--- config.mk ---
export PLATFORM = sky130hd
export DESIGN_NAME = rv_hazard_unit
export DESIGN_NICKNAME = d
export VERILOG_FILES = /design/src/rv_pkg.sv /design/src/rv_hazard_unit.sv
export SDC_FILE = /design/constraint.sdc
export NUM_CORES = 1
export LEC_CHECK = 0
export ABC_AREA = 1
export BUFFER_PORTS_ARGS = -buffer_cell sky130_fd_sc_hd__buf_2
export CELL_PAD_IN_SITES_DETAIL_PLACEMENT = 1
export CELL_PAD_IN_SITES_GLOBAL_PLACEMENT = 1
export CORE_MARGIN = 5
export CORE_UTILIZATION = 25
export DETAILED_ROUTE_END_ITERATION = 7
export MAX_ROUTING_LAYER = met4
export PLACE_DENSITY = 0.95
export SLEW_MARGIN = 5
export SYNTH_ARGS = -nofsm -noshare
export SYNTH_HDL_FRONTEND = slang
export SYNTH_SLANG_ARGS = --single-unit
--- constraint.sdc ---
create_clock -name vclk -period 1.07
set_input_delay 0.107 -clock vclk [all_inputs]
set_output_delay 0.107 -clock vclk [all_outputs]
set_load 0.005 [all_outputs]
--- src/rv_pkg.sv ---
package rv_pkg;

    // data and address word
    typedef logic [31:0] word_t;
    // register index
    typedef logic [4:0]  reg_addr_t;
    // alu operation code
    typedef logic [3:0]  alu_op_t;
    // control transfer kind
    typedef logic [1:0]  br_type_t;
    // writeback source
    typedef logic [1:0]  wb_sel_t;
    // operand forward source
    typedef logic [1:0]  fwd_sel_t;

    //////////////////////////////
    // alu codes
    localparam alu_op_t ALU_ADD    = 4'd0;
    localparam alu_op_t ALU_SUB    = 4'd1;
    localparam alu_op_t ALU_SLL    = 4'd2;
    localparam alu_op_t ALU_SLT    = 4'd3;
    localparam alu_op_t ALU_SLTU   = 4'd4;
    localparam alu_op_t ALU_XOR    = 4'd5;
    localparam alu_op_t ALU_SRL    = 4'd6;
    localparam alu_op_t ALU_SRA    = 4'd7;
    localparam alu_op_t ALU_OR     = 4'd8;
    localparam alu_op_t ALU_AND    = 4'd9;
    // operand b straight through, for lui
    localparam alu_op_t ALU_PASS_B = 4'd10;

    // control transfer kinds
    localparam br_type_t BR_NONE = 2'd0;
    localparam br_type_t BR_COND = 2'd1;
    localparam br_type_t BR_JUMP = 2'd2;

    // writeback sources
    localparam wb_sel_t WB_ALU      = 2'd0;
    localparam wb_sel_t WB_LOAD     = 2'd1;
    localparam wb_sel_t WB_RET_ADDR = 2'd2;

    // forward sources, nearer stage wins
    localparam fwd_sel_t FWD_NONE   = 2'd0;
    localparam fwd_sel_t FWD_EX_MEM = 2'd1;
    localparam fwd_sel_t FWD_MEM_WB = 2'd2;

    //////////////////////////////
    // rv32i major opcodes
    localparam logic [6:0] OPCODE_OP     = 7'b0110011;
    localparam logic [6:0] OPCODE_OP_IMM = 7'b0010011;
    localparam logic [6:0] OPCODE_LUI    = 7'b0110111;
    localparam logic [6:0] OPCODE_LOAD   = 7'b0000011;
    localparam logic [6:0] OPCODE_STORE  = 7'b0100011;
    localparam logic [6:0] OPCODE_BRANCH = 7'b1100011;
    localparam logic [6:0] OPCODE_JAL    = 7'b1101111;
    localparam logic [6:0] OPCODE_JALR   = 7'b1100111;

    // memories in words
    localparam int IMEM_DEPTH = 256;
    localparam int DMEM_DEPTH = 256;
    // word index wide enough for the larger memory
    localparam int MEM_IDX_W  = $clog2((IMEM_DEPTH > DMEM_DEPTH) ? IMEM_DEPTH : DMEM_DEPTH);

    // first fetch address after reset or run
    localparam word_t RESET_PC = 32'h0000_0000;

endpackage

--- src/rv_hazard_unit.sv ---
`timescale 1ns/1ps

module rv_hazard_unit (
    input  rv_pkg::reg_addr_t i_ex_rs1,
    input  rv_pkg::reg_addr_t i_ex_rs2,
    input  rv_pkg::reg_addr_t i_mem_rd,
    input  rv_pkg::reg_addr_t i_wb_rd,
    input  rv_pkg::reg_addr_t i_id_rs1,
    input  rv_pkg::reg_addr_t i_id_rs2,
    input  logic              i_mem_reg_we,
    input  logic              i_mem_is_load,
    input  logic              i_wb_reg_we,
    input  logic              i_ex_is_load,
    input  rv_pkg::reg_addr_t i_ex_rd,
    output rv_pkg::fwd_sel_t  o_fwd_a,
    output rv_pkg::fwd_sel_t  o_fwd_b,
    output logic              o_stall
);
    import rv_pkg::*;

    logic mem_fwd_ok;
    logic wb_fwd_ok;

    // ex/mem can forward unless it is a load, data not back yet
    assign mem_fwd_ok = i_mem_reg_we && !i_mem_is_load && (i_mem_rd != '0);
    // mem/wb forwards any write, loads included
    assign wb_fwd_ok  = i_wb_reg_we && (i_wb_rd != '0);

    // nearer producer first
    assign o_fwd_a = (mem_fwd_ok && (i_mem_rd == i_ex_rs1)) ? FWD_EX_MEM :
                     (wb_fwd_ok  && (i_wb_rd  == i_ex_rs1)) ? FWD_MEM_WB : FWD_NONE;
    assign o_fwd_b = (mem_fwd_ok && (i_mem_rd == i_ex_rs2)) ? FWD_EX_MEM :
                     (wb_fwd_ok  && (i_wb_rd  == i_ex_rs2)) ? FWD_MEM_WB : FWD_NONE;

    // load in ex feeding decode, one bubble
    // after it the load sits in mem/wb and forwards from there
    // i-type rs2 field may match too, costs a spare bubble only
    assign o_stall = i_ex_is_load && (i_ex_rd != '0) &&
                     ((i_ex_rd == i_id_rs1) || (i_ex_rd == i_id_rs2));

endmodule

-- After elaboration in Yosys (flattened, before gate mapping)
Index checks and enable logic that the tools add are counted.
- register bits: 0
- input port bits: 39
- output and inout port bits: 5
- word-level logic and storage cells: 24
- equal/unequal tests: 6
- multiplexer cells: 4
- reductions and logical operators: 14
- operators by type and width (operator ; number):
    $eq 5x5->1 ; 6
    $reduce_bool 5->1 ; 3
    $logic_and 1x1->1 ; 9
    $mux 2 ; 4
    $logic_not 1->1 ; 1
    $logic_or 1x1->1 ; 1

-- Depth between registers and ports, before layout
- word-level depth: 5
- depth in mapped cells: 7
- mapped depth without buffers: 7

-- Worst setup path after synthesis
No wires, ideal clock.
- path kind: in2out
- start point: in i_mem_rd[2]
- end point: out o_fwd_a[1]
- data arrival time: 578 ps
- data required time: 963 ps
- slack: 385 ps
- stages on the path: 7
- path buffers: 0
- path through: inv_2 > nand2_1 > nand2_1 > nor2_1 > nand3_1 > nor2_1 > nor2_1
- longest elaborated chain between the ends: 4
- elaborated cells between the ends (all ways): 5
- those cells by class: eq/ne: 1; mux: 1; reduce/logical: 3
- ends and longest elaborated chain (element ; RTL line ; RTL):
    start: declaration ; rv_hazard_unit.sv:6 ; input rv_pkg::reg_addr_t i_mem_rd,
    $reduce_bool 5->1 ; rv_hazard_unit.sv:25 ; assign mem_fwd_ok = i_mem_reg_we && !i_mem_is_load && (i_mem_rd != '0);
    $logic_and 1x1->1 ; rv_hazard_unit.sv:25 ;
    $logic_and 1x1->1 (*) ; rv_hazard_unit.sv:30 ; assign o_fwd_a = (mem_fwd_ok && (i_mem_rd == i_ex_rs1)) ? FWD_EX_MEM :
    $mux 2 (*) ; rv_hazard_unit.sv:30 ;
    end: declaration ; rv_hazard_unit.sv:15 ; output rv_pkg::fwd_sel_t o_fwd_a,
Every way passes the cells marked *; elsewhere a longest branch is shown, timed or not.

-- Worst setup path after layout
- start point: in i_mem_rd[3]
- end point: out o_fwd_b[1]
- longest elaborated chain between the ends: 4
- elaborated cells between the ends (all ways): 5
- those cells by class: eq/ne: 1; mux: 1; reduce/logical: 3
- ends and longest elaborated chain (element ; RTL line ; RTL):
    $reduce_bool 5->1 ; rv_hazard_unit.sv:25 ;
    $logic_and 1x1->1 ; rv_hazard_unit.sv:25 ;
    $logic_and 1x1->1 (*) ; rv_hazard_unit.sv:32 ; assign o_fwd_b = (mem_fwd_ok && (i_mem_rd == i_ex_rs2)) ? FWD_EX_MEM :
    $mux 2 (*) ; rv_hazard_unit.sv:32 ;
    end: declaration ; rv_hazard_unit.sv:16 ; output rv_pkg::fwd_sel_t o_fwd_b,
Marked as above.

==> run_results.csv <==
group,metric,value,unit
worst_hold_path,worstHoldPathType,"in2out",
worst_setup_path,critical-path-top-delay-family,"simple AND/OR/NAND/NOR gates",
status,run_status,"finished, final reports clean",
final_layout,fill_cells,345,
timing,timing_hold_violations_final,0,
worst_setup_path,logic_depth_of_the_worst_path_buffers_included,9,
logic_synthesis,mappedNetlistArea,558.0,sq um
grt,antenna_found_initial,0,
place,place.port_buffers,44,
timing,tightest_slew,0.2413,ns
job,max-cap-violations,0,
logic_synthesis,postSynthCellCount,129,
floorplan,row_count,17,
routing,detailedRoute.firstPassIterationCount,3,
worst_setup_path,timing.critical_path.slowest_stage_cell,"sky130_fd_sc_hd__nor2_2",
final_layout,layout-drive-gt1-share,30.64,%
worst_setup_path,critPathCaptureType,"output pin",
worst_setup_path,crit_buf_inv,3,
logic_synthesis,synthesized_nets,168,
floorplan,die-width,57.25,microns
grt,grt_max_degree,5,
routing,vias_per_cell,4.498,
routing,detailroute.via_count,904,
routing,initialDrtViolationCount,18,
floorplan,floorplan.initialDensity,25.72,%
final_layout,design_area,842.1,sq um
final_layout,final_layout_clock_buffer_total,0,
final_layout,area.growth.synth_to_final,50.90,%
logic_synthesis,yosysUniqueCellTypes,11,
routing,route.detailed.wl_per_inst,10.96,microns
floorplan,boundaryPins,44,
timing,timing.fmax,950.1,MHz
final_layout,seq_area,0,sq um
clocking,post_cts_setup_buffers,0,
pwr,power,290.4,uW
logic_synthesis,share_of_yosys_cell_area_claimed_by_the_top_area_cell_type,39.01,%
place,place.gp.congestion,0.8860,
worst_hold_path,worstHoldEndpoint,"o_stall",
worst_hold_path,hp-start,"i_ex_is_load",
worst_setup_path,worst-setup-path-type,"in2out",
floorplan,floorplan.die_area,0.003277,sq mm
worst_setup_path,cpPeakStageDelay,0.16,ns
floorplan,die_height,57.25,microns
logic_synthesis,synth_warnings,0,
grt,wire_length_of_the_first_global_routing_pass,3.470,mm
final_layout,finish.utilization,38.81,%
worst_setup_path,critPathRequiredTime,0.96,ns
timing,drv_slew,0,
worst_setup_path,worst-path-max-fanout,3,
pwr,p_leak,0.5768,nW
routing,ant_nets,0,
timing,grt_setup_unrepaired,"true",
timing,fin_crit,1.052,ns
logic_synthesis,yosys.area.top_type,"sky130_fd_sc_hd__nand2_1",
place,postPlaceCellArea,813.3,sq um
place,dp_hpwl,2.030,mm
logic_synthesis,synthesis.area_per_instance,4.326,sq um
logic_synthesis,synth_top_cells_by_area,"sky130_fd_sc_hd__nand2_1 (39%), sky130_fd_sc_hd__inv_1 (17%), sky130_fd_sc_hd__nor2_1 (13%), sky130_fd_sc_hd__xnor2_1 (7.8%), sky130_fd_sc_hd__xor2_1 (7.8%)",
final_layout,seq_cell_count,0,
grt,grtUsageTotal,13.11,%
pwr,vdd_drop_max,120.9,uV
worst_setup_path,type_of_origin_of_the_critical_path,"input pin",
timing,part_of_the_cycle_the_worst_path_needs,98.36,%
worst_hold_path,hold_crit_depth,4,
floorplan,coreArea,0.002170,sq mm
timing,maxSlewHeadroom,83.80,%
routing,wl,2.203,mm
worst_setup_path,crit_path_cells,"buf_2, inv_2, nand2_1, nand2_1, nor2_2, nand3_2, nor2_2, nor2_1, buf_2",
final_layout,antenna-diode-count,0,
pwr,pwr_density_cell,344.9,mW/mm^2
routing,detail_route.drc_violations,0,
logic_synthesis,synth_sequential_area_ratio,0,%
grt,number_of_global_route_vias_before_repair,900,
timing,finalSetupViolCount,0,
grt,gr-total-overflow,0,
final_layout,finalNetCount,214,
worst_setup_path,cp.arrival,0.95,ns
==> synth_stat cells (all sizes together) <==
cell type and instances:
a21oi 1, inv 28, nand2 58, nand3 8
nand3b 1, nand4 3, nor2 19, o21ai 1
xnor2 5, xor2 5
==> cell families (layout without fill, tap and decap cells) <==
kind of cell | Yosys count | in the layout | synth area share, %
buffers and inverters | 28 | 72 | 18.83
AOI/OAI and AO/OA | 2 | 2 | 1.792
xor gates and xnor gates | 10 | 10 | 15.69
and+or+nand+nor | 89 | 89 | 63.68
==> per-layer routing <==
| metal | share of wire [%] | track usage, % | vias up |
|---|---|---|---|
| met3 | 7.4 | 1.810 | 2 |
| met1 | 38 | 13.22 | 401 |
| met5 | 0 | - | - |
| met4 | 0.77 | 0.9934 | 0 |
| met2 | 54 | 27.08 | 36 |
| li1 | - | - | 465 |
==> area by class of cell <==
class,count,area (sq um),area share [%]
well taps,28,35.03,4.160
inverters,28,105.1,12.48
repair buffers,44,229.0,27.19
multi-input cells,101,473.0,56.17
==> report_power, final <==
part | total, mW | internal [mW] | switching [mW]
logic | 0.290 | 0.131 | 0.160
clock network | 0 | 0 | 0
registers | 0 | 0 | 0
==> cell usage in the layout (no fill, tap or decap), drive strengths merged <==
cell	synthesis	layout
nand2	58	58
nand3	8	8
buf	0	44
xnor2	5	5
nand4	3	3
nor2	19	19
inv	28	28
a21oi	1	1
nand3b	1	1
xor2	5	5
o21ai	1	1
==> metrics by stage <==
step                setup slack, ns  setup TNS (ns)  cells  hold WS (ns)
floorplan                    0.3845               0    129        0.3101
global placement            0.09340               0    201        0.5260
detailed placement          0.01336               0    201        0.5316
CTS                         0.01313               0    201        0.5350
global route               -0.06845        -0.09948    201        0.5784
finish                      0.01753               0    201        0.5309
==> worst max-delay path by stage <==
stage | endpoint | slack, ns | start
floorplan | o_fwd_a[1] | 0.38 | i_mem_rd[2]
global placement | o_fwd_b[1] | 0.09 | i_mem_rd[3]
detailed placement | o_fwd_b[1] | 0.01 | i_mem_rd[3]
CTS | o_fwd_b[1] | 0.01 | i_mem_rd[3]
global route | o_fwd_b[1] | -0.07 | i_mem_rd[3]
finish | o_fwd_b[1] | 0.02 | i_mem_rd[3]
==> what timing repair did <==
item / 4_1_cts / 5_1_grt
endpoints found under the setup margin: 0 / 2
resized for setup: 0 / 11
hold buffers: 0 / 0
No activity file was read; power rests on OpenSTA's default activity.
