## config.mk

```make
export PLATFORM = sky130hd
export DESIGN_NAME = rv_regfile
export DESIGN_NICKNAME = d
export VERILOG_FILES = /design/src/rv_pkg.sv /design/src/rv_regfile.sv
export SDC_FILE = /design/constraint.sdc
export NUM_CORES = 2
export LEC_CHECK = 0
export BUFFER_PORTS_ARGS = -buffer_cell sky130_fd_sc_hd__buf_4
export CORE_MARGIN = 5
export CORE_UTILIZATION = 50
export DETAILED_ROUTE_END_ITERATION = 10
export PLACE_DENSITY = 0.74
export RECOVER_POWER = 50
export SKIP_CTS_REPAIR_TIMING = 1
export SLEW_MARGIN = 20
export SYNTH_ARGS = -nofsm -noshare
export SYNTH_HDL_FRONTEND = slang
export SYNTH_SLANG_ARGS = --single-unit
```

## constraint.sdc

```tcl
create_clock -name clk -period 2.8 [get_ports clk]
set_input_delay 0.28 -clock clk [delete_from_list [all_inputs] [get_ports clk]]
set_output_delay 0.28 -clock clk [all_outputs]
set_load 0.01 [all_outputs]
```

## src/rv_pkg.sv

```systemverilog
package rv_pkg;

    // data and address word
    typedef logic [31:0] word_t;
    // register index
    typedef logic [4:0]  reg_addr_t;
    // alu operation code
    typedef logic [3:0]  alu_op_t;
    // control transfer kind
    typedef logic [1:0]  br_type_t;
    // writeback source
    typedef logic [1:0]  wb_sel_t;
    // operand forward source
    typedef logic [1:0]  fwd_sel_t;

    //////////////////////////////
    // alu codes
    localparam alu_op_t ALU_ADD    = 4'd0;
    localparam alu_op_t ALU_SUB    = 4'd1;
    localparam alu_op_t ALU_SLL    = 4'd2;
    localparam alu_op_t ALU_SLT    = 4'd3;
    localparam alu_op_t ALU_SLTU   = 4'd4;
    localparam alu_op_t ALU_XOR    = 4'd5;
    localparam alu_op_t ALU_SRL    = 4'd6;
    localparam alu_op_t ALU_SRA    = 4'd7;
    localparam alu_op_t ALU_OR     = 4'd8;
    localparam alu_op_t ALU_AND    = 4'd9;
    // operand b straight through, for lui
    localparam alu_op_t ALU_PASS_B = 4'd10;

    // control transfer kinds
    localparam br_type_t BR_NONE = 2'd0;
    localparam br_type_t BR_COND = 2'd1;
    localparam br_type_t BR_JUMP = 2'd2;

    // writeback sources
    localparam wb_sel_t WB_ALU      = 2'd0;
    localparam wb_sel_t WB_LOAD     = 2'd1;
    localparam wb_sel_t WB_RET_ADDR = 2'd2;

    // forward sources, nearer stage wins
    localparam fwd_sel_t FWD_NONE   = 2'd0;
    localparam fwd_sel_t FWD_EX_MEM = 2'd1;
    localparam fwd_sel_t FWD_MEM_WB = 2'd2;

    //////////////////////////////
    // rv32i major opcodes
    localparam logic [6:0] OPCODE_OP     = 7'b0110011;
    localparam logic [6:0] OPCODE_OP_IMM = 7'b0010011;
    localparam logic [6:0] OPCODE_LUI    = 7'b0110111;
    localparam logic [6:0] OPCODE_LOAD   = 7'b0000011;
    localparam logic [6:0] OPCODE_STORE  = 7'b0100011;
    localparam logic [6:0] OPCODE_BRANCH = 7'b1100011;
    localparam logic [6:0] OPCODE_JAL    = 7'b1101111;
    localparam logic [6:0] OPCODE_JALR   = 7'b1100111;

    // memories in words
    localparam int IMEM_DEPTH = 256;
    localparam int DMEM_DEPTH = 256;
    // word index wide enough for the larger memory
    localparam int MEM_IDX_W  = $clog2((IMEM_DEPTH > DMEM_DEPTH) ? IMEM_DEPTH : DMEM_DEPTH);

    // first fetch address after reset or run
    localparam word_t RESET_PC = 32'h0000_0000;

endpackage

```

## src/rv_regfile.sv

```systemverilog
`timescale 1ns/1ps

module rv_regfile (
    input  logic              clk,
    input  logic              rst_n,
    input  rv_pkg::reg_addr_t i_rs1,
    input  rv_pkg::reg_addr_t i_rs2,
    input  rv_pkg::reg_addr_t i_rd,
    input  logic              i_we,
    input  rv_pkg::word_t     i_wdata,
    output rv_pkg::word_t     o_rs1_data,
    output rv_pkg::word_t     o_rs2_data
);
    import rv_pkg::*;

    // x1..x31, x0 has no storage
    word_t regs [1:31];

    always_ff @(posedge clk or negedge rst_n)
    begin
        if (!rst_n)
        begin
            for (int i = 1; i < 32; i++)
            begin
                regs[i] <= '0;
            end
        end
        else if (i_we && (i_rd != '0))
        begin
            regs[i_rd] <= i_wdata;
        end
    end

    // x0 reads zero
    // same-cycle write bypasses to the read, so decode sees writeback
    assign o_rs1_data = (i_rs1 == '0)                 ? '0      :
                        (i_we && (i_rd == i_rs1))     ? i_wdata : regs[i_rs1];
    assign o_rs2_data = (i_rs2 == '0)                 ? '0      :
                        (i_we && (i_rd == i_rs2))     ? i_wdata : regs[i_rs2];

endmodule

```

---- Word level (Yosys, flattened, before mapping) ----
Cells that the tools add are included.
word-level totals
  logic and storage cells ................. 60
  register bits after elaboration ......... 992
  output and inout bits ................... 64
  input port bits ......................... 50
operators by class
  muxes and demuxes ....................... 13
  bitwise operators ....................... 3
  equal/unequal tests ..................... 2
  reduce and logical (&&, ||, !) cells .... 7
  order comparisons ....................... 4
operators with widths
  kind                number
  $bwmux 992          1
  $bmux 32 s5         2
  $mux 32             9
  $demux 32 s5        1
  $ge 6x6->1 const B  3
  $not 5->6           3
  $eq 5x5->1          2
  $logic_not 5->1     2
  $lt 6x1->1 const B  1
  $reduce_bool 5->1   1
  $logic_and 1x1->1   4

---- Depth between registers and ports, before layout ----
  depth in word-level cells ............... 6
  depth in mapped cells ................... 10
  gate-level depth less buffers ........... 5

---- Worst setup path before layout ----
No wires, ideal clock.
  path kind ............................... in2out
  from .................................... input port i_rs2[1]
  to ...................................... output port o_rs2_data[10]
  required time ........................... 2520 ps
  path buffers ............................ 3
  arrival ................................. 1992 ps
  path slack .............................. 528 ps
  stages on the path ...................... 8
  cells stage by stage .................... buf_2 > buf_2 > clkbuf_1 > mux4_2 > a22o_1 > a221o_1 > a211oi_1 > nor3_1
between the ends
  word-level cells in the longest chain between the ends .. 6
  elaborated cells between the ends (all ways) .. 9
  classes of those cells .................. eq/ne: 1; mux: 5; bitwise: 1; reduce/logical: 2
ends and longest elaborated chain
  element                                     line              source
  start: declaration                          rv_regfile.sv:7   input rv_pkg::reg_addr_t i_rs2,
  $not 5->6 (not written as such)             rv_regfile.sv:39  (i_we && (i_rd == i_rs2)) ? i_wdata : regs[i_rs2];
  $bmux 32 s5                                 rv_regfile.sv:39
  $mux 32 (not written as such) (2 in a row)  rv_regfile.sv:39
  $mux 32                                     rv_regfile.sv:39
  $mux 32 *                                   rv_regfile.sv:38  assign o_rs2_data = (i_rs2 == '0) ? '0 :
  end: declaration                            rv_regfile.sv:12  output rv_pkg::word_t o_rs2_data
Every way passes the cells marked *; elsewhere a longest branch is shown, timed or not. The select of a mux whose other input is x is not followed.

---- Worst setup path in the final report ----
  from .................................... register regs[646] (netlist bit)
  to ...................................... output port o_rs2_data[6]
between the ends
  word-level cells in the longest chain between the ends .. 5
ends and longest elaborated chain
  element                                     line              source
  start: declaration                          rv_regfile.sv:17  word_t regs [1:31];
  start signal: indexed assignment            rv_regfile.sv:30  regs[i_rd] <= i_wdata;
  $bmux 32 s5                                 rv_regfile.sv:39
  $mux 32 (not written as such) (2 in a row)  rv_regfile.sv:39
  $mux 32                                     rv_regfile.sv:39
  $mux 32                                     rv_regfile.sv:38
Every way passes these cells. The select of a mux whose other input is x is not followed.

==> flow_summary.ini <==
[outcome]
outcome = complete, but fails checks
failed_checks = capacitance limit, slew limit, setup timing

[clock_network]
clock-root-buffer = sky130_fd_sc_hd__clkbuf_16
cts_tree = done
worstSkewPairLatency_ns = 0.68
clock_sink_count = 992
clk_pin_slew_worst_paths_ns = 0.06
clockBufferDepth = 3
h-tree-depth = 3
cts_inserted_buffers = 104

[placement]
placed_area_um2 = 58300
gpl.final_weighted_congestion = 0.904
place.detailed.hpwl_um = 111000
port_buf_inserts = 113
place_ws_ns = -0.345
numPlacedInstances = 5103

[setup_path]
worst-endpoint-arrival_ns = 2.64
timing.critical_path.from = regs[646]
data_required_time_of_the_critical_path_ns = 2.52
critical_path.reg2reg.startpoint = regs[678]
critical_path_class = reg -> out
worstSetupEndpointType = output port
worst_setup_path_start_kind = register
crit_fanout = 3

[route]
detail-route-antenna-nets = 0
detail_route.wirelength_um = 179000
drc_errors = 0
routedWlPerCell_um = 33.6
drt_pre_antenna_iters = 6
drtIter0Drc = 4401
number_of_vias_in_the_routed_layout = 37400
avgViaCountPerCell = 7.04

[timing]
drv_slew = 120
final_critical_path_setup_slack_ns = -0.119
hold_ws_ns = 0.110
setup-violations-final = 27
finalHoldViolCount = 0
worst-slew-pin-transition_ns = 1.94
finClkSkew_ns = 0
timing.final.crit_share_pct = 104
unrepaired_setup_endpoints_after_global_routing = yes
finalWorstPathRequiredPeriod_ns = 2.92
timing.slew.headroom_pct = -29.3
fmax_ghz = 0.343

[floorplan]
placeableCoreArea_um2 = 107000
design.portCount = 114
die_y_um = 338
floorplan.die_area_um2 = 114000
start_util_pct = 50.2
floorplan_row_count = 120
die_width_um = 338

[synthesis]
synth.cell_area_um2 = 53700
synth_top_flop_cell = sky130_fd_sc_hd__dfrtp_1
netlist_instances = 3632
synth.net_count = 3682
post_synth_most_frequent_cells = sky130_fd_sc_hd__mux2_2, sky130_fd_sc_hd__dfrtp_1, sky130_fd_sc_hd__mux4_2
yosys_warnings = 0
register_bit_count_reported_by_yosys = 992
synthesis.area_per_instance_um2 = 14.8
part_of_the_yosys_area_used_for_sequential_elements_pct = 46.3
synth_edf_count = 0
synth_top_area_share_pct = 46.3
post_synth_main_area_contributors = sky130_fd_sc_hd__dfrtp_1, sky130_fd_sc_hd__mux2_2, sky130_fd_sc_hd__mux4_2
synthMostInstantiatedCell = sky130_fd_sc_hd__mux2_2
synthDominantAreaCellType = sky130_fd_sc_hd__dfrtp_1
async_flop_share_pct = 100
yosys.cell_types.count = 60

[hold_path]
holdCritPathClass = in -> reg
min-delay-start = i_wdata[1]

[finish]
layout.cells.non_filler = 5309
layout.cell_area.non_filler_um2 = 62800
regMostFlops = regs
reg.largest.list = regs (992)
layout-area-overhead-vs-synth_pct = 17.1
largest_register_ffs = 992
final_layout_size_suffix_gt1_share_pct = 59.0
finish.net_count = 3870

[run]
max_cap_viols = 7

[global_route]
grt_pass1_vias = 38100
grt_pass1_wl_um = 260000
largest_net_degree_at_the_start_of_global_routing = 140
antenna_found_initial = 4
grt_overflow = 0
global_route_usage_sum_pct = 31.0

[power_and_ir_drop]
cellPowerDensity_nw_per_um2 = 701
max-vdd-ir-drop_mv = 0.489
report.power.total_mw = 44.0
p_leak_nw = 27.3
## kinds of logic after synthesis
group / count (synthesis) / synth area share, %
buffers and inverters: 401 / 3.57
flip-flops: 992 / 46.3
multiplexers: 1585 / 42.2
XOR/XNOR: 10 / 0.163
AND/OR/NAND/NOR: 306 / 2.67
AO/OA/AOI/OAI: 338 / 5.17
## stage by stage
stage          TNS, ns  util (%)
3_3_place_gp     -3.34      54.5
4_1_cts         -10.10      58.0
3_5_place_dp     -1.84      54.6
5_1_grt          -8.59      58.8
2_1_floorplan        0         -
6_report         -1.36      58.8
## final timing paths
kind | to | cells past startpoint | slack, ns
worst min-delay path | regs[641] | 2 | 0.11
max in group asynchronous | regs[149] | 3 | 0.29
worst min register to register | regs[431] | 1 | 0.52
worst max-delay path | o_rs2_data[6] | 7 | -0.12
worst max register to register | regs[678] | 2 | 1.87
min in group asynchronous | regs[130] | 2 | 0.48
## power breakdown
part | total (mW) | switching [mW] | internal [mW]
combinational | 9.86 | 3.97 | 5.89
sequential | 19.3 | 2.13 | 17.2
clock | 14.9 | 6.06 | 8.84
## critical path: stages (launching register included)
cell	delay, ns
sky130_fd_sc_hd__dfrtp_1	0.40
sky130_fd_sc_hd__mux4_2	0.51
sky130_fd_sc_hd__a22o_1	0.21
sky130_fd_sc_hd__a221o_1	0.28
sky130_fd_sc_hd__a211oi_2	0.16
sky130_fd_sc_hd__buf_4	0.16
sky130_fd_sc_hd__nor3_2	0.07
sky130_fd_sc_hd__buf_4	0.16
## per-layer routing
metal	wire (um)	track usage (%)	vias to the layer above
met2	79400	46.1	2428
met4	10200	14.8	2
li1	-	-	14600
met3	20400	7.57	569
met5	20	0	-
met1	68600	43.2	19800
## cell type report
type | instances | area, um^2
Inverter | 2 | 7.51
Tap cell | 1403 | 1760
Fill cell | 8079 | 44100
Multi-Input combinational cell | 2239 | 27900
Antenna cell | 2 | 5.00
Sequential cell | 992 | 24800
Clock buffer | 141 | 3030
Clock inverter | 49 | 633
Timing Repair Buffer | 481 | 4670
## layout by cell type (no fill, tap or decap), types with 8 or more instances in the layout
cell / synthesis / routed
sky130_fd_sc_hd__a22oi_1: 14 / 13
sky130_fd_sc_hd__a221oi_1: 67 / 56
sky130_fd_sc_hd__buf_4: 31 / 347
sky130_fd_sc_hd__clkbuf_8: 0 / 22
sky130_fd_sc_hd__a221oi_2: 3 / 9
sky130_fd_sc_hd__dfrtp_1: 992 / 992
sky130_fd_sc_hd__nand2_1: 67 / 55
sky130_fd_sc_hd__nor3_1: 70 / 46
sky130_fd_sc_hd__buf_6: 19 / 24
sky130_fd_sc_hd__mux2_4: 0 / 8
sky130_fd_sc_hd__clkinv_2: 0 / 24
sky130_fd_sc_hd__mux2i_1: 68 / 67
sky130_fd_sc_hd__nor2_1: 101 / 86
sky130_fd_sc_hd__a21o_1: 9 / 9
sky130_fd_sc_hd__mux2_2: 1084 / 1075
sky130_fd_sc_hd__bufinv_16: 0 / 14
sky130_fd_sc_hd__a22o_1: 38 / 37
sky130_fd_sc_hd__a211oi_1: 62 / 22
sky130_fd_sc_hd__nor3_2: 0 / 19
sky130_fd_sc_hd__a221o_1: 44 / 44
sky130_fd_sc_hd__clkbuf_1: 217 / 31
sky130_fd_sc_hd__o21bai_1: 9 / 9
sky130_fd_sc_hd__nor2b_1: 20 / 17
sky130_fd_sc_hd__o22ai_1: 30 / 30
sky130_fd_sc_hd__a211oi_2: 0 / 38
sky130_fd_sc_hd__clkbuf_16: 0 / 109
sky130_fd_sc_hd__mux4_2: 426 / 430
sky130_fd_sc_hd__buf_12: 2 / 73
sky130_fd_sc_hd__nand2_2: 0 / 12
sky130_fd_sc_hd__nor2_4: 0 / 15
No activity file was read; power rests on OpenSTA's default activity.
