`config.mk`:
```
export PLATFORM = sky130hd
export DESIGN_NAME = rv_decoder
export DESIGN_NICKNAME = d
export VERILOG_FILES = /design/src/rv_pkg.sv /design/src/rv_decoder.sv
export SDC_FILE = /design/constraint.sdc
export NUM_CORES = 1
export LEC_CHECK = 0
export BUFFER_PORTS_ARGS = -buffer_cell sky130_fd_sc_hd__clkbuf_2
export CAP_MARGIN = 20
export CORE_AREA = 2 2 44 54
export DETAILED_ROUTE_END_ITERATION = 16
export DIE_AREA = 0 0 46 56
export PLACE_DENSITY = 0.86
export SETUP_SLACK_MARGIN = 0.4
export SYNTH_ARGS = -nofsm -noshare
export SYNTH_HDL_FRONTEND = slang
export SYNTH_SLANG_ARGS = --single-unit
```
`constraint.sdc`:
```
create_clock -name vclk -period 1.6
set_clock_uncertainty 0.05 [all_clocks]
set_input_delay 0.08 -clock vclk [all_inputs]
set_output_delay 0.08 -clock vclk [all_outputs]
set_load 0.02 [all_outputs]
```
`src/rv_pkg.sv`:
```
package rv_pkg;

    // data and address word
    typedef logic [31:0] word_t;
    // register index
    typedef logic [4:0]  reg_addr_t;
    // alu operation code
    typedef logic [3:0]  alu_op_t;
    // control transfer kind
    typedef logic [1:0]  br_type_t;
    // writeback source
    typedef logic [1:0]  wb_sel_t;
    // operand forward source
    typedef logic [1:0]  fwd_sel_t;

    //////////////////////////////
    // alu codes
    localparam alu_op_t ALU_ADD    = 4'd0;
    localparam alu_op_t ALU_SUB    = 4'd1;
    localparam alu_op_t ALU_SLL    = 4'd2;
    localparam alu_op_t ALU_SLT    = 4'd3;
    localparam alu_op_t ALU_SLTU   = 4'd4;
    localparam alu_op_t ALU_XOR    = 4'd5;
    localparam alu_op_t ALU_SRL    = 4'd6;
    localparam alu_op_t ALU_SRA    = 4'd7;
    localparam alu_op_t ALU_OR     = 4'd8;
    localparam alu_op_t ALU_AND    = 4'd9;
    // operand b straight through, for lui
    localparam alu_op_t ALU_PASS_B = 4'd10;

    // control transfer kinds
    localparam br_type_t BR_NONE = 2'd0;
    localparam br_type_t BR_COND = 2'd1;
    localparam br_type_t BR_JUMP = 2'd2;

    // writeback sources
    localparam wb_sel_t WB_ALU      = 2'd0;
    localparam wb_sel_t WB_LOAD     = 2'd1;
    localparam wb_sel_t WB_RET_ADDR = 2'd2;

    // forward sources, nearer stage wins
    localparam fwd_sel_t FWD_NONE   = 2'd0;
    localparam fwd_sel_t FWD_EX_MEM = 2'd1;
    localparam fwd_sel_t FWD_MEM_WB = 2'd2;

    //////////////////////////////
    // rv32i major opcodes
    localparam logic [6:0] OPCODE_OP     = 7'b0110011;
    localparam logic [6:0] OPCODE_OP_IMM = 7'b0010011;
    localparam logic [6:0] OPCODE_LUI    = 7'b0110111;
    localparam logic [6:0] OPCODE_LOAD   = 7'b0000011;
    localparam logic [6:0] OPCODE_STORE  = 7'b0100011;
    localparam logic [6:0] OPCODE_BRANCH = 7'b1100011;
    localparam logic [6:0] OPCODE_JAL    = 7'b1101111;
    localparam logic [6:0] OPCODE_JALR   = 7'b1100111;

    // memories in words
    localparam int IMEM_DEPTH = 256;
    localparam int DMEM_DEPTH = 256;
    // word index wide enough for the larger memory
    localparam int MEM_IDX_W  = $clog2((IMEM_DEPTH > DMEM_DEPTH) ? IMEM_DEPTH : DMEM_DEPTH);

    // first fetch address after reset or run
    localparam word_t RESET_PC = 32'h0000_0000;

endpackage

```
`src/rv_decoder.sv`:
```
`timescale 1ns/1ps

module rv_decoder (
    input  rv_pkg::word_t    i_instr,
    output rv_pkg::alu_op_t  o_alu_op,
    output logic             o_op1_pc,
    output logic             o_op2_imm,
    output logic             o_reg_we,
    output logic             o_mem_read,
    output logic             o_mem_write,
    output rv_pkg::br_type_t o_br_type,
    output logic             o_is_jalr,
    output rv_pkg::wb_sel_t  o_wb_sel,
    output rv_pkg::word_t    o_imm
);
    import rv_pkg::*;

    logic [6:0] opcode;
    logic [2:0] funct3;
    // funct7 bit 5, sub and sra
    logic       alt;
    word_t      imm_i;
    word_t      imm_s;
    word_t      imm_b;
    word_t      imm_u;
    word_t      imm_j;

    // funct3 to alu code, shared by op and op-imm
    function automatic alu_op_t arith_op(input logic [2:0] f3, input logic sub_sra);
        case (f3)
            3'b000:  return sub_sra ? ALU_SUB : ALU_ADD;
            3'b001:  return ALU_SLL;
            3'b010:  return ALU_SLT;
            3'b011:  return ALU_SLTU;
            3'b100:  return ALU_XOR;
            3'b101:  return sub_sra ? ALU_SRA : ALU_SRL;
            3'b110:  return ALU_OR;
            default: return ALU_AND;
        endcase
    endfunction

    assign opcode = i_instr[6:0];
    assign funct3 = i_instr[14:12];
    assign alt    = i_instr[30];

    // immediates, all sign extended from bit 31
    assign imm_i = {{20{i_instr[31]}}, i_instr[31:20]};
    assign imm_s = {{20{i_instr[31]}}, i_instr[31:25], i_instr[11:7]};
    assign imm_b = {{19{i_instr[31]}}, i_instr[31], i_instr[7],
                    i_instr[30:25], i_instr[11:8], 1'b0};
    assign imm_u = {i_instr[31:12], 12'b0};
    assign imm_j = {{11{i_instr[31]}}, i_instr[31], i_instr[19:12],
                    i_instr[20], i_instr[30:21], 1'b0};

    always_comb
    begin
        // defaults give a nop
        o_alu_op    = ALU_ADD;
        o_op1_pc    = 1'b0;
        o_op2_imm   = 1'b0;
        o_reg_we    = 1'b0;
        o_mem_read  = 1'b0;
        o_mem_write = 1'b0;
        o_br_type   = BR_NONE;
        o_is_jalr   = 1'b0;
        o_wb_sel    = WB_ALU;
        o_imm       = imm_i;
        case (opcode)
            OPCODE_OP:
            begin
                o_alu_op = arith_op(funct3, alt);
                o_reg_we = 1'b1;
            end
            OPCODE_OP_IMM:
            begin
                // bit 30 only matters for srai, addi never subtracts
                o_alu_op  = arith_op(funct3, alt && (funct3 == 3'b101));
                o_op2_imm = 1'b1;
                o_reg_we  = 1'b1;
            end
            OPCODE_LUI:
            begin
                o_alu_op  = ALU_PASS_B;
                o_op2_imm = 1'b1;
                o_reg_we  = 1'b1;
                o_imm     = imm_u;
            end
            OPCODE_LOAD:
            begin
                // lw only, address is rs1 + imm
                o_op2_imm  = 1'b1;
                o_reg_we   = 1'b1;
                o_mem_read = 1'b1;
                o_wb_sel   = WB_LOAD;
            end
            OPCODE_STORE:
            begin
                o_op2_imm   = 1'b1;
                o_mem_write = 1'b1;
                o_imm       = imm_s;
            end
            OPCODE_BRANCH:
            begin
                // beq/bne compare equal, blt/bge compare signed
                o_alu_op  = funct3[2] ? ALU_SLT : ALU_SUB;
                o_br_type = BR_COND;
                o_imm     = imm_b;
            end
            OPCODE_JAL:
            begin
                // alu forms pc + imm as well, target comes from its own adder
                o_op1_pc  = 1'b1;
                o_op2_imm = 1'b1;
                o_reg_we  = 1'b1;
                o_br_type = BR_JUMP;
                o_wb_sel  = WB_RET_ADDR;
                o_imm     = imm_j;
            end
            OPCODE_JALR:
            begin
                // alu gives rs1 + imm, top clears bit 0
                o_op2_imm = 1'b1;
                o_reg_we  = 1'b1;
                o_br_type = BR_JUMP;
                o_is_jalr = 1'b1;
                o_wb_sel  = WB_RET_ADDR;
            end
            default:
            begin
                // anything else retires silently
                o_reg_we = 1'b0;
            end
        endcase
    end

endmodule

```
* Yosys cells after proc, flatten, opt, wreduce, memory -nomap -nowiden
Index checks and enable logic that the tools add are counted.
** Word-level totals
- Bits in registers :: 0
- Bits of input ports :: 32
- Output and inout port bits :: 46
** Cells by class
- Equal/unequal tests :: 14
- Multiplexer cells :: 17
- Reduce and logical (&&, ||, !) cells :: 5
** Operator list (count)
- 31-bit one-hot mux with 4 select lines :: 1
- 4-bit one-hot mux with 7 select lines :: 2
- 7-bit by 6-bit equality test with 1-bit output, second input constant :: 3
- 7-bit equality test, second input constant :: 3
- 4-bit one-hot mux with 4 select lines :: 1
- 6-bit OR reduction :: 2
- 1-bit two-way mux :: 10
- 3-bit equality test, second input constant :: 3
- 2-bit one-hot mux with 2 select lines :: 2
- 7-bit by 2-bit equality test with 1-bit output, second input constant :: 1
- 7-bit by 5-bit equality test with 1-bit output, second input constant :: 1
- 3-bit by 2-bit equality test with 1-bit output, second input constant :: 2
- 3-bit by 1-bit equality test with 1-bit output, second input constant :: 1
- 3-bit zero test :: 1
- 2-bit two-way mux :: 1
- 2-bit OR reduction :: 1
- 1-bit logical AND :: 1

* Longest topological paths before layout
Gate-level depths: netlist of run 1.
- Word-level depth :: 5
- Mapped depth :: 5
- Gate-level depth less buffers :: 3

* Worst setup path before layout of run 1
Ideal clock, no wire load.
- Kind :: input to output
- From :: input port i_instr[3]
- To :: output port o_alu_op[3]
- Arrival time :: 1.270 ns
- Slack :: 0.200 ns
- Cell stages on the path :: 4
- Path buffers :: 1
- Cells stage by stage :: buf_2 > nor3_1 > nand3_1 > o21ai_0
** Between the ends
- Word-level cells in the longest chain between the ends :: 2
- Elaborated cells between the ends (all ways) :: 5
** RTL lines
- start, declared :: line rv_decoder.sv:4 : input rv_pkg::word_t i_instr,
- 7-bit equality test (tied with other cells) :: line rv_decoder.sv:68 : case (opcode)
- 4-bit one-hot mux with 4 select lines * :: line rv_decoder.sv:68
- end, declared :: line rv_decoder.sv:5 : output rv_pkg::alu_op_t o_alu_op,
Mark *: on every way between the ends. The rest lies on a longest branch, timed or not.

* Worst setup path after layout of run 1
- From :: input port i_instr[4]
- To :: output port o_imm[16]
** Between the ends
- Word-level cells in the longest chain between the ends :: 2
- Elaborated cells between the ends (all ways) :: 5
** RTL lines
- 7-bit equality test / 7-bit by 6-bit equality test with 1-bit output (equally long branches) :: line rv_decoder.sv:68
- 31-bit one-hot mux with 4 select lines * :: line rv_decoder.sv:68
- end, declared :: line rv_decoder.sv:14 : output rv_pkg::word_t o_imm
Marked as above.

==> qor.log, run 1 <==
[route] number of remaining DRC errors 0
[floorplan] width of the die 46 um
[placement] Detail Placement HPWL 2240 um
[critical_path] maximum fanout along the worst path 5
[critical_path] Slowest cell on crit path a21oi_4
[critical_path] slowest stage delay, CP 0.42 ns
[power_and_ir_drop] leakage power total 0.923 nW
[synthesis] sequential-to-total area share from yosys stat 0%
[grt] initial antenna violation count 0
[finish] most frequent cells in the layout 32 x buf_6, 31 x clkbuf_2, 19 x buf_4, 16 x buf_8, 10 x a21o_4
[critical_path] crit-path leading delay family compound AO/OA/AOI/OAI gates
[route] iteration count of the initial detailed-routing pass 4
[timing] crit path setup slack, layout -0.117 ns
[floorplan] # rows 18
[timing] Final Setup Violations 9
[critical_path] startpoint class of the critical path primary input
[clocking] total of hold buffers inserted after clock tree synthesis 0
[status] outcome finished, violations left
[floorplan] CORE AREA 0.00203 mm2
[route] detailed router's first-iteration violation count 109
[synthesis] cells taking the most area after synthesis mux2_2 13%, a21o_1 12%, and2_1 7.0%, nor3_1 5.6%, a31o_2 4.9%
[finish] Syn-to-layout area delta 174%
[power_and_ir_drop] clock network power share 0%
[synthesis] number of standard cells after synthesis 106
[power_and_ir_drop] share of power burned in registers 0%
[grt] maximum number of pins on one net before global-route repair 14
[status] violated checks negative setup slack
[power_and_ir_drop] switching power share of the total 50.9%
[synthesis] post-synthesis average cell area 6.72 um2
[placement] Buffers on Ports 78
[route] DR vias/cell 6.85
[finish] Antenna Cells 0
[critical_path] Critical Path, Cell by Cell buf_8 > buf_6 > nand3b_1 > a21oi_4 > mux2_4 > buf_8
[power_and_ir_drop] internal power component 0.000258 W
[placement] cell total after placement 200
[route] routed via count 1501
[timing] worst relative slew slack 56.6%
[floorplan] die outline area 0.00258 mm2
[floorplan] Initial Util 35.1%
[finish] area occupied by registers 0 um2
[route] Avg WL per Cell 28.4 um
[critical_path] number of buffer and inverter stages on the critical path 3
[hold_path] worst min-delay path category in -> out
[critical_path] Levels on crit path 6
[critical_path] class of the most critical setup path in -> out
[critical_path] arrival time reported for the critical path endpoint 1.59 ns
[route] number of antenna-violating nets in the routed design 0
[power_and_ir_drop] power density cells 269 mW/mm2
[grt] global routing usage summed across all routing layers 31.5%
[timing] Worst-Margin Slew 0.650 ns
[synthesis] number of distinct library cell variants in the gate-level netlist after synthesis 35
[power_and_ir_drop] largest voltage drop on the vdd net 0.231 mV
[synthesis] Net Count, Synth 138
[timing] final total negative setup slack -0.667 ns
[finish] FFs & Latches 0
[critical_path] most repeated library cell on the critical path buf_8
[timing] unrepaired setup endpoints after global routing true
[placement] GPL Wtd Cong 0.819
[critical_path] data required time of the worst path 1.47 ns
[finish] area occupied by multi-input gates 976 um2
[grt] vias in the first global route 1294
[power_and_ir_drop] fraction of power consumed by combinational cells 100.0%
[floorplan] top-level I/O count 78
[floorplan] height of the chip 56 um
[critical_path] CP Capture Type primary output
[timing] clock period minus final worst setup slack 1.72 ns
[finish] CLK BUF 0
[finish] fraction of final layout cells with drive strength greater than 1 81.4%
[timing] achievable clock frequency 583 MHz
[grt] global route total overflow 0
[synthesis] cell type with the highest aggregate area in the netlist mux2_2
[synthesis] combined area of all synthesized cells 712 um2
[finish] Final nets 233
[synthesis] Yosys warnings 0
[power_and_ir_drop] reported net switching power 0.000267 W
[flow_run] max-cap check violation count 0
[timing] max-slew violations 0
[finish] filler-free cell count of the finished design 219
[route] sum of routed wire length over all layers 6220 um
[timing] Final Hold Violating Endpoints 0
[finish] core occupancy in the finished layout 96.2%
[finish] most frequent standard cell in the layout excluding fill and tap cells buf_6
[hold_path] cell depth of the worst min-delay path 3
[grt] wire length of the first global-routing pass 6240 um
[synthesis] fraction of synthesized cell area taken by the top area cell type 12.7%
[timing] period utilization 107%
[finish] Filler Cells Inserted 45
[metal layers]
layer	wire length (um)	global-route usage, %	vias to the layer above
met5	0	0	-
met1	2110	35.4	695
met4	435	15.9	0
li1	-	-	593
met3	723	4.22	51
met2	2950	54.4	162
[path summary, 6_finish.rpt]
check / from / to / slack (ns)
setup / recovery: i_instr[4] / o_imm[16] / -0.12
hold / removal: i_instr[4] / o_mem_read / 0.41
[kinds of logic (layout without fill, tap and decap cells)]
| logic type | Yosys count | count (layout) | synth area share (%) |
|---|---|---|---|
| compound gates | 33 | 35 | 35.2 |
| buf+inv | 15 | 105 | 10.2 |
| mux | 9 | 9 | 14.1 |
| simple gates | 49 | 50 | 40.6 |
[Yosys cell counts]
master / instances
nor3_1: 8
buf_2: 4
nor2b_1: 2
a21o_1: 11
a31o_2: 4
nand4_1: 3
a21oi_4: 1
a21oi_1: 3
o32ai_1: 1
buf_1: 1
and2_1: 8
and3_1: 5
a211oi_1: 1
nand3b_1: 2
o2bb2ai_1: 1
or2_2: 1
a211o_1: 1
nand2_1: 6
buf_4: 1
inv_1: 4
or4b_1: 1
nor2_1: 3
and2b_2: 2
buf_6: 1
a221o_1: 1
o21a_1: 1
nand2b_1: 2
clkbuf_1: 4
o21ai_0: 4
o211ai_1: 4
or3b_4: 1
mux2_2: 8
nand3_1: 3
nor3b_1: 2
mux2i_1: 1
[per-stage QoR]
stage          instance area [um2]  total power, W  worst slack (ns)  hold slack (ns)
4_1_cts                       1690        0.000405            0.0676            0.423
5_1_grt                       1950        0.000534            -0.156            0.412
3_3_place_gp                  1230        0.000302            0.0483            0.442
2_1_floorplan                  845        0.000199             0.227            0.223
3_5_place_dp                  1230        0.000308            0.0151            0.449
6_report                      1950        0.000525            -0.117            0.412
[what timing repair did]
item                       in CTS  in global routing
gates resized for setup        83                103
cloned                          4                  0
setup endpoints to repair      42                 43
buffers inserted               11                  4
pin swaps                      17                 17
[power groups by stage]
stage	logic, W	registers, W	clock network, W
after floorplan	0.000199	0	0
after global placement	0.000302	0	0
after detailed placement	0.000308	0	0
after CTS	0.000405	0	0
after global routing	0.000534	0	0
final	0.000525	0	0
[final cells by class]
cell class                      count  share of cell area (%)
Multi-Input combinational cell     94                    50.1
Timing Repair Buffer              101                    47.9
Tap cell                           20                    1.28
Inverter                            4                   0.770
Power figures use the tool's default switching activity.
==> run 2: changes to the inputs <==
--- a/config.mk
+++ b/config.mk
@@ -11,6 +11,7 @@
 export DETAILED_ROUTE_END_ITERATION = 16
 export DIE_AREA = 0 0 46 56
 export PLACE_DENSITY = 0.86
+export REMOVE_ABC_BUFFERS = 1
 export SETUP_SLACK_MARGIN = 0.4
 export SYNTH_ARGS = -nofsm -noshare
 export SYNTH_HDL_FRONTEND = slang
==> qor.log, run 2 (same netlist as run 1, synthesis figures left out) <==
[grt] maximum number of pins on one net before global-route repair 14 [unchanged]
[grt] initial antenna violation count 0 [unchanged]
[critical_path] maximum fanout along the worst path 4 [-1]
[finish] most frequent standard cell in the layout excluding fill and tap cells clkbuf_2
[route] sum of routed wire length over all layers 4210 um [-32%]
[timing] worst relative slew slack 70.8% [+14 points]
[timing] unrepaired setup endpoints after global routing true
[power_and_ir_drop] largest voltage drop on the vdd net 0.222 mV [-3.7%]
[finish] FFs & Latches 0 [unchanged]
[power_and_ir_drop] overall power consumption 0.000423 W [-20%]
[floorplan] width of the die 46 um [unchanged]
[hold_path] worst min-delay path category in -> out
[status] outcome completed
[finish] Syn-to-layout area delta 139%
[timing] Final Hold Violating Endpoints 0 [unchanged]
[power_and_ir_drop] fraction of power consumed by combinational cells 100.0% [about the same]
[grt] global routing usage summed across all routing layers 23.8% [-7.7 points]
[placement] GPL Wtd Cong 0.857 [+4.7%]
[timing] Final Setup Violations 0 [-9]
[power_and_ir_drop] power density cells 249 mW/mm2 [-7.8%]
[grt] global route total overflow 0 [unchanged]
[critical_path] arrival time reported for the critical path endpoint 1.43 ns [-0.16 ns]
[finish] Antenna Cells 0 [unchanged]
[route] DR vias/cell 5.87 [-14%]
[placement] Detail Placement HPWL 2110 um [-5.7%]
[finish] CLK BUF 0 [unchanged]
[route] Avg WL per Cell 19.6 um [-31%]
[critical_path] CP Capture Type primary output
[finish] Filler Cells Inserted 107 [+140%]
[finish] most frequent cells in the layout 42 x clkbuf_2, 28 x buf_6, 16 x buf_4, 11 x a21o_1, 8 x mux2_4
[route] iteration count of the initial detailed-routing pass 4 [unchanged]
[critical_path] startpoint class of the critical path primary input
[floorplan] top-level I/O count 78 [unchanged]
[timing] max-slew violations 0 [unchanged]
[route] detailed router's first-iteration violation count 22 [-80%]
[timing] Worst-Margin Slew 0.438 ns [-0.212 ns]
[timing] crit path setup slack, layout 0.0354 ns [+0.152 ns]
[floorplan] # rows 18 [unchanged]
[route] number of antenna-violating nets in the routed design 0 [unchanged]
[floorplan] die outline area 0.00258 mm2 [unchanged]
[power_and_ir_drop] share of power burned in registers 0% [unchanged]
[finish] filler-free cell count of the finished design 215 [-1.8%]
[power_and_ir_drop] internal power component 0.000205 W [-21%]
[floorplan] CORE AREA 0.00203 mm2 [unchanged]
[critical_path] data required time of the worst path 1.47 ns [about the same]
[placement] setup slack after placement 0.0365 ns [+0.0214 ns]
[power_and_ir_drop] clock network power share 0% [unchanged]
[critical_path] class of the most critical setup path in -> out
[finish] area occupied by registers 0 um2 [unchanged]
[grt] vias in the first global route 1136 [-12%]
[power_and_ir_drop] reported net switching power 0.000218 W [-19%]
[placement] Buffers on Ports 78 [unchanged]
[finish] Final nets 229 [-1.7%]
[timing] achievable clock frequency 639 MHz [+9.7%]
[timing] clock period minus final worst setup slack 1.56 ns [-0.152 ns]
[power_and_ir_drop] switching power share of the total 51.5% [+0.60 points]
[route] routed via count 1262 [-16%]
[finish] fraction of final layout cells with drive strength greater than 1 72.3% [-9.1 points]
[power_and_ir_drop] leakage power total 0.844 nW [-8.5%]
[grt] wire length of the first global-routing pass 4850 um [-22%]
[route] number of remaining DRC errors 0 [unchanged]
[floorplan] height of the chip 56 um [unchanged]
[floorplan] Initial Util 35.1% [unchanged]
[placement] cell total after placement 200 [unchanged]
[flow_run] max-cap check violation count 0 [unchanged]
[timing] period utilization 97.8% [-9.5 points]
run 2: repair_timing:
item                                    in CTS  in global routing
endpoints found under the setup margin      39                 43
hold endpoints to repair                     0                  0
hold buffers                                 0                  0
gates cloned                                 2                  1
gates resized for setup                     36                109
buffers inserted                             6                  6
pin swaps                                    4                 13
run 2: per-stage QoR:
step	setup TNS [ns]	hold WS (ns)	util, %	area (um2)
detailed placement	0	0.445	55.4	1120
CTS	0	0.437	65.6	1330
floorplan	0	0.110	-	654
finish	0	0.425	83.9	1700
global placement	0	0.441	55.4	1120
global route	-0.0559	0.440	83.9	1700
run 2: critical path, stage by stage:
cell and delay (ns):
buf_8 0.10, or3b_4 0.41, a21oi_4 0.21, clkbuf_16 0.18, mux2_4 0.31, buf_6 0.14
run 2: worst paths after layout:
check / start / end / slack [ns] / cells past startpoint
worst max-delay path: i_instr[3] / o_imm[16] / 0.04 / 6
worst min-delay path: i_instr[25] / o_imm[25] / 0.42 / 3
run 2: power groups by stage:
stage          Clock [W]  Combinational, W  Sequential (W)
4_1_cts                0          0.000323               0
3_5_place_dp           0          0.000285               0
5_1_grt                0          0.000445               0
2_1_floorplan          0          0.000151               0
3_3_place_gp           0          0.000282               0
6_report               0          0.000423               0
run 2: layer usage:
metal  vias to the layer above  track usage, %  part of all wire [%]
li1                        575               -                     -
met1                       587            25.6                    34
met2                        82            45.0                    55
met3                        18            3.25                   6.0
met4                         0            6.12                   5.0
met5                         -               0                     0
run 2: area by class of cell:
| class | count | area (um2) | area share, % |
|---|---|---|---|
| Inverter | 4 | 15.0 | 0.883 |
| Multi-Input combinational cell | 92 | 816 | 48.0 |
| Tap cell | 20 | 25.0 | 1.47 |
| Timing Repair Buffer | 99 | 845 | 49.7 |
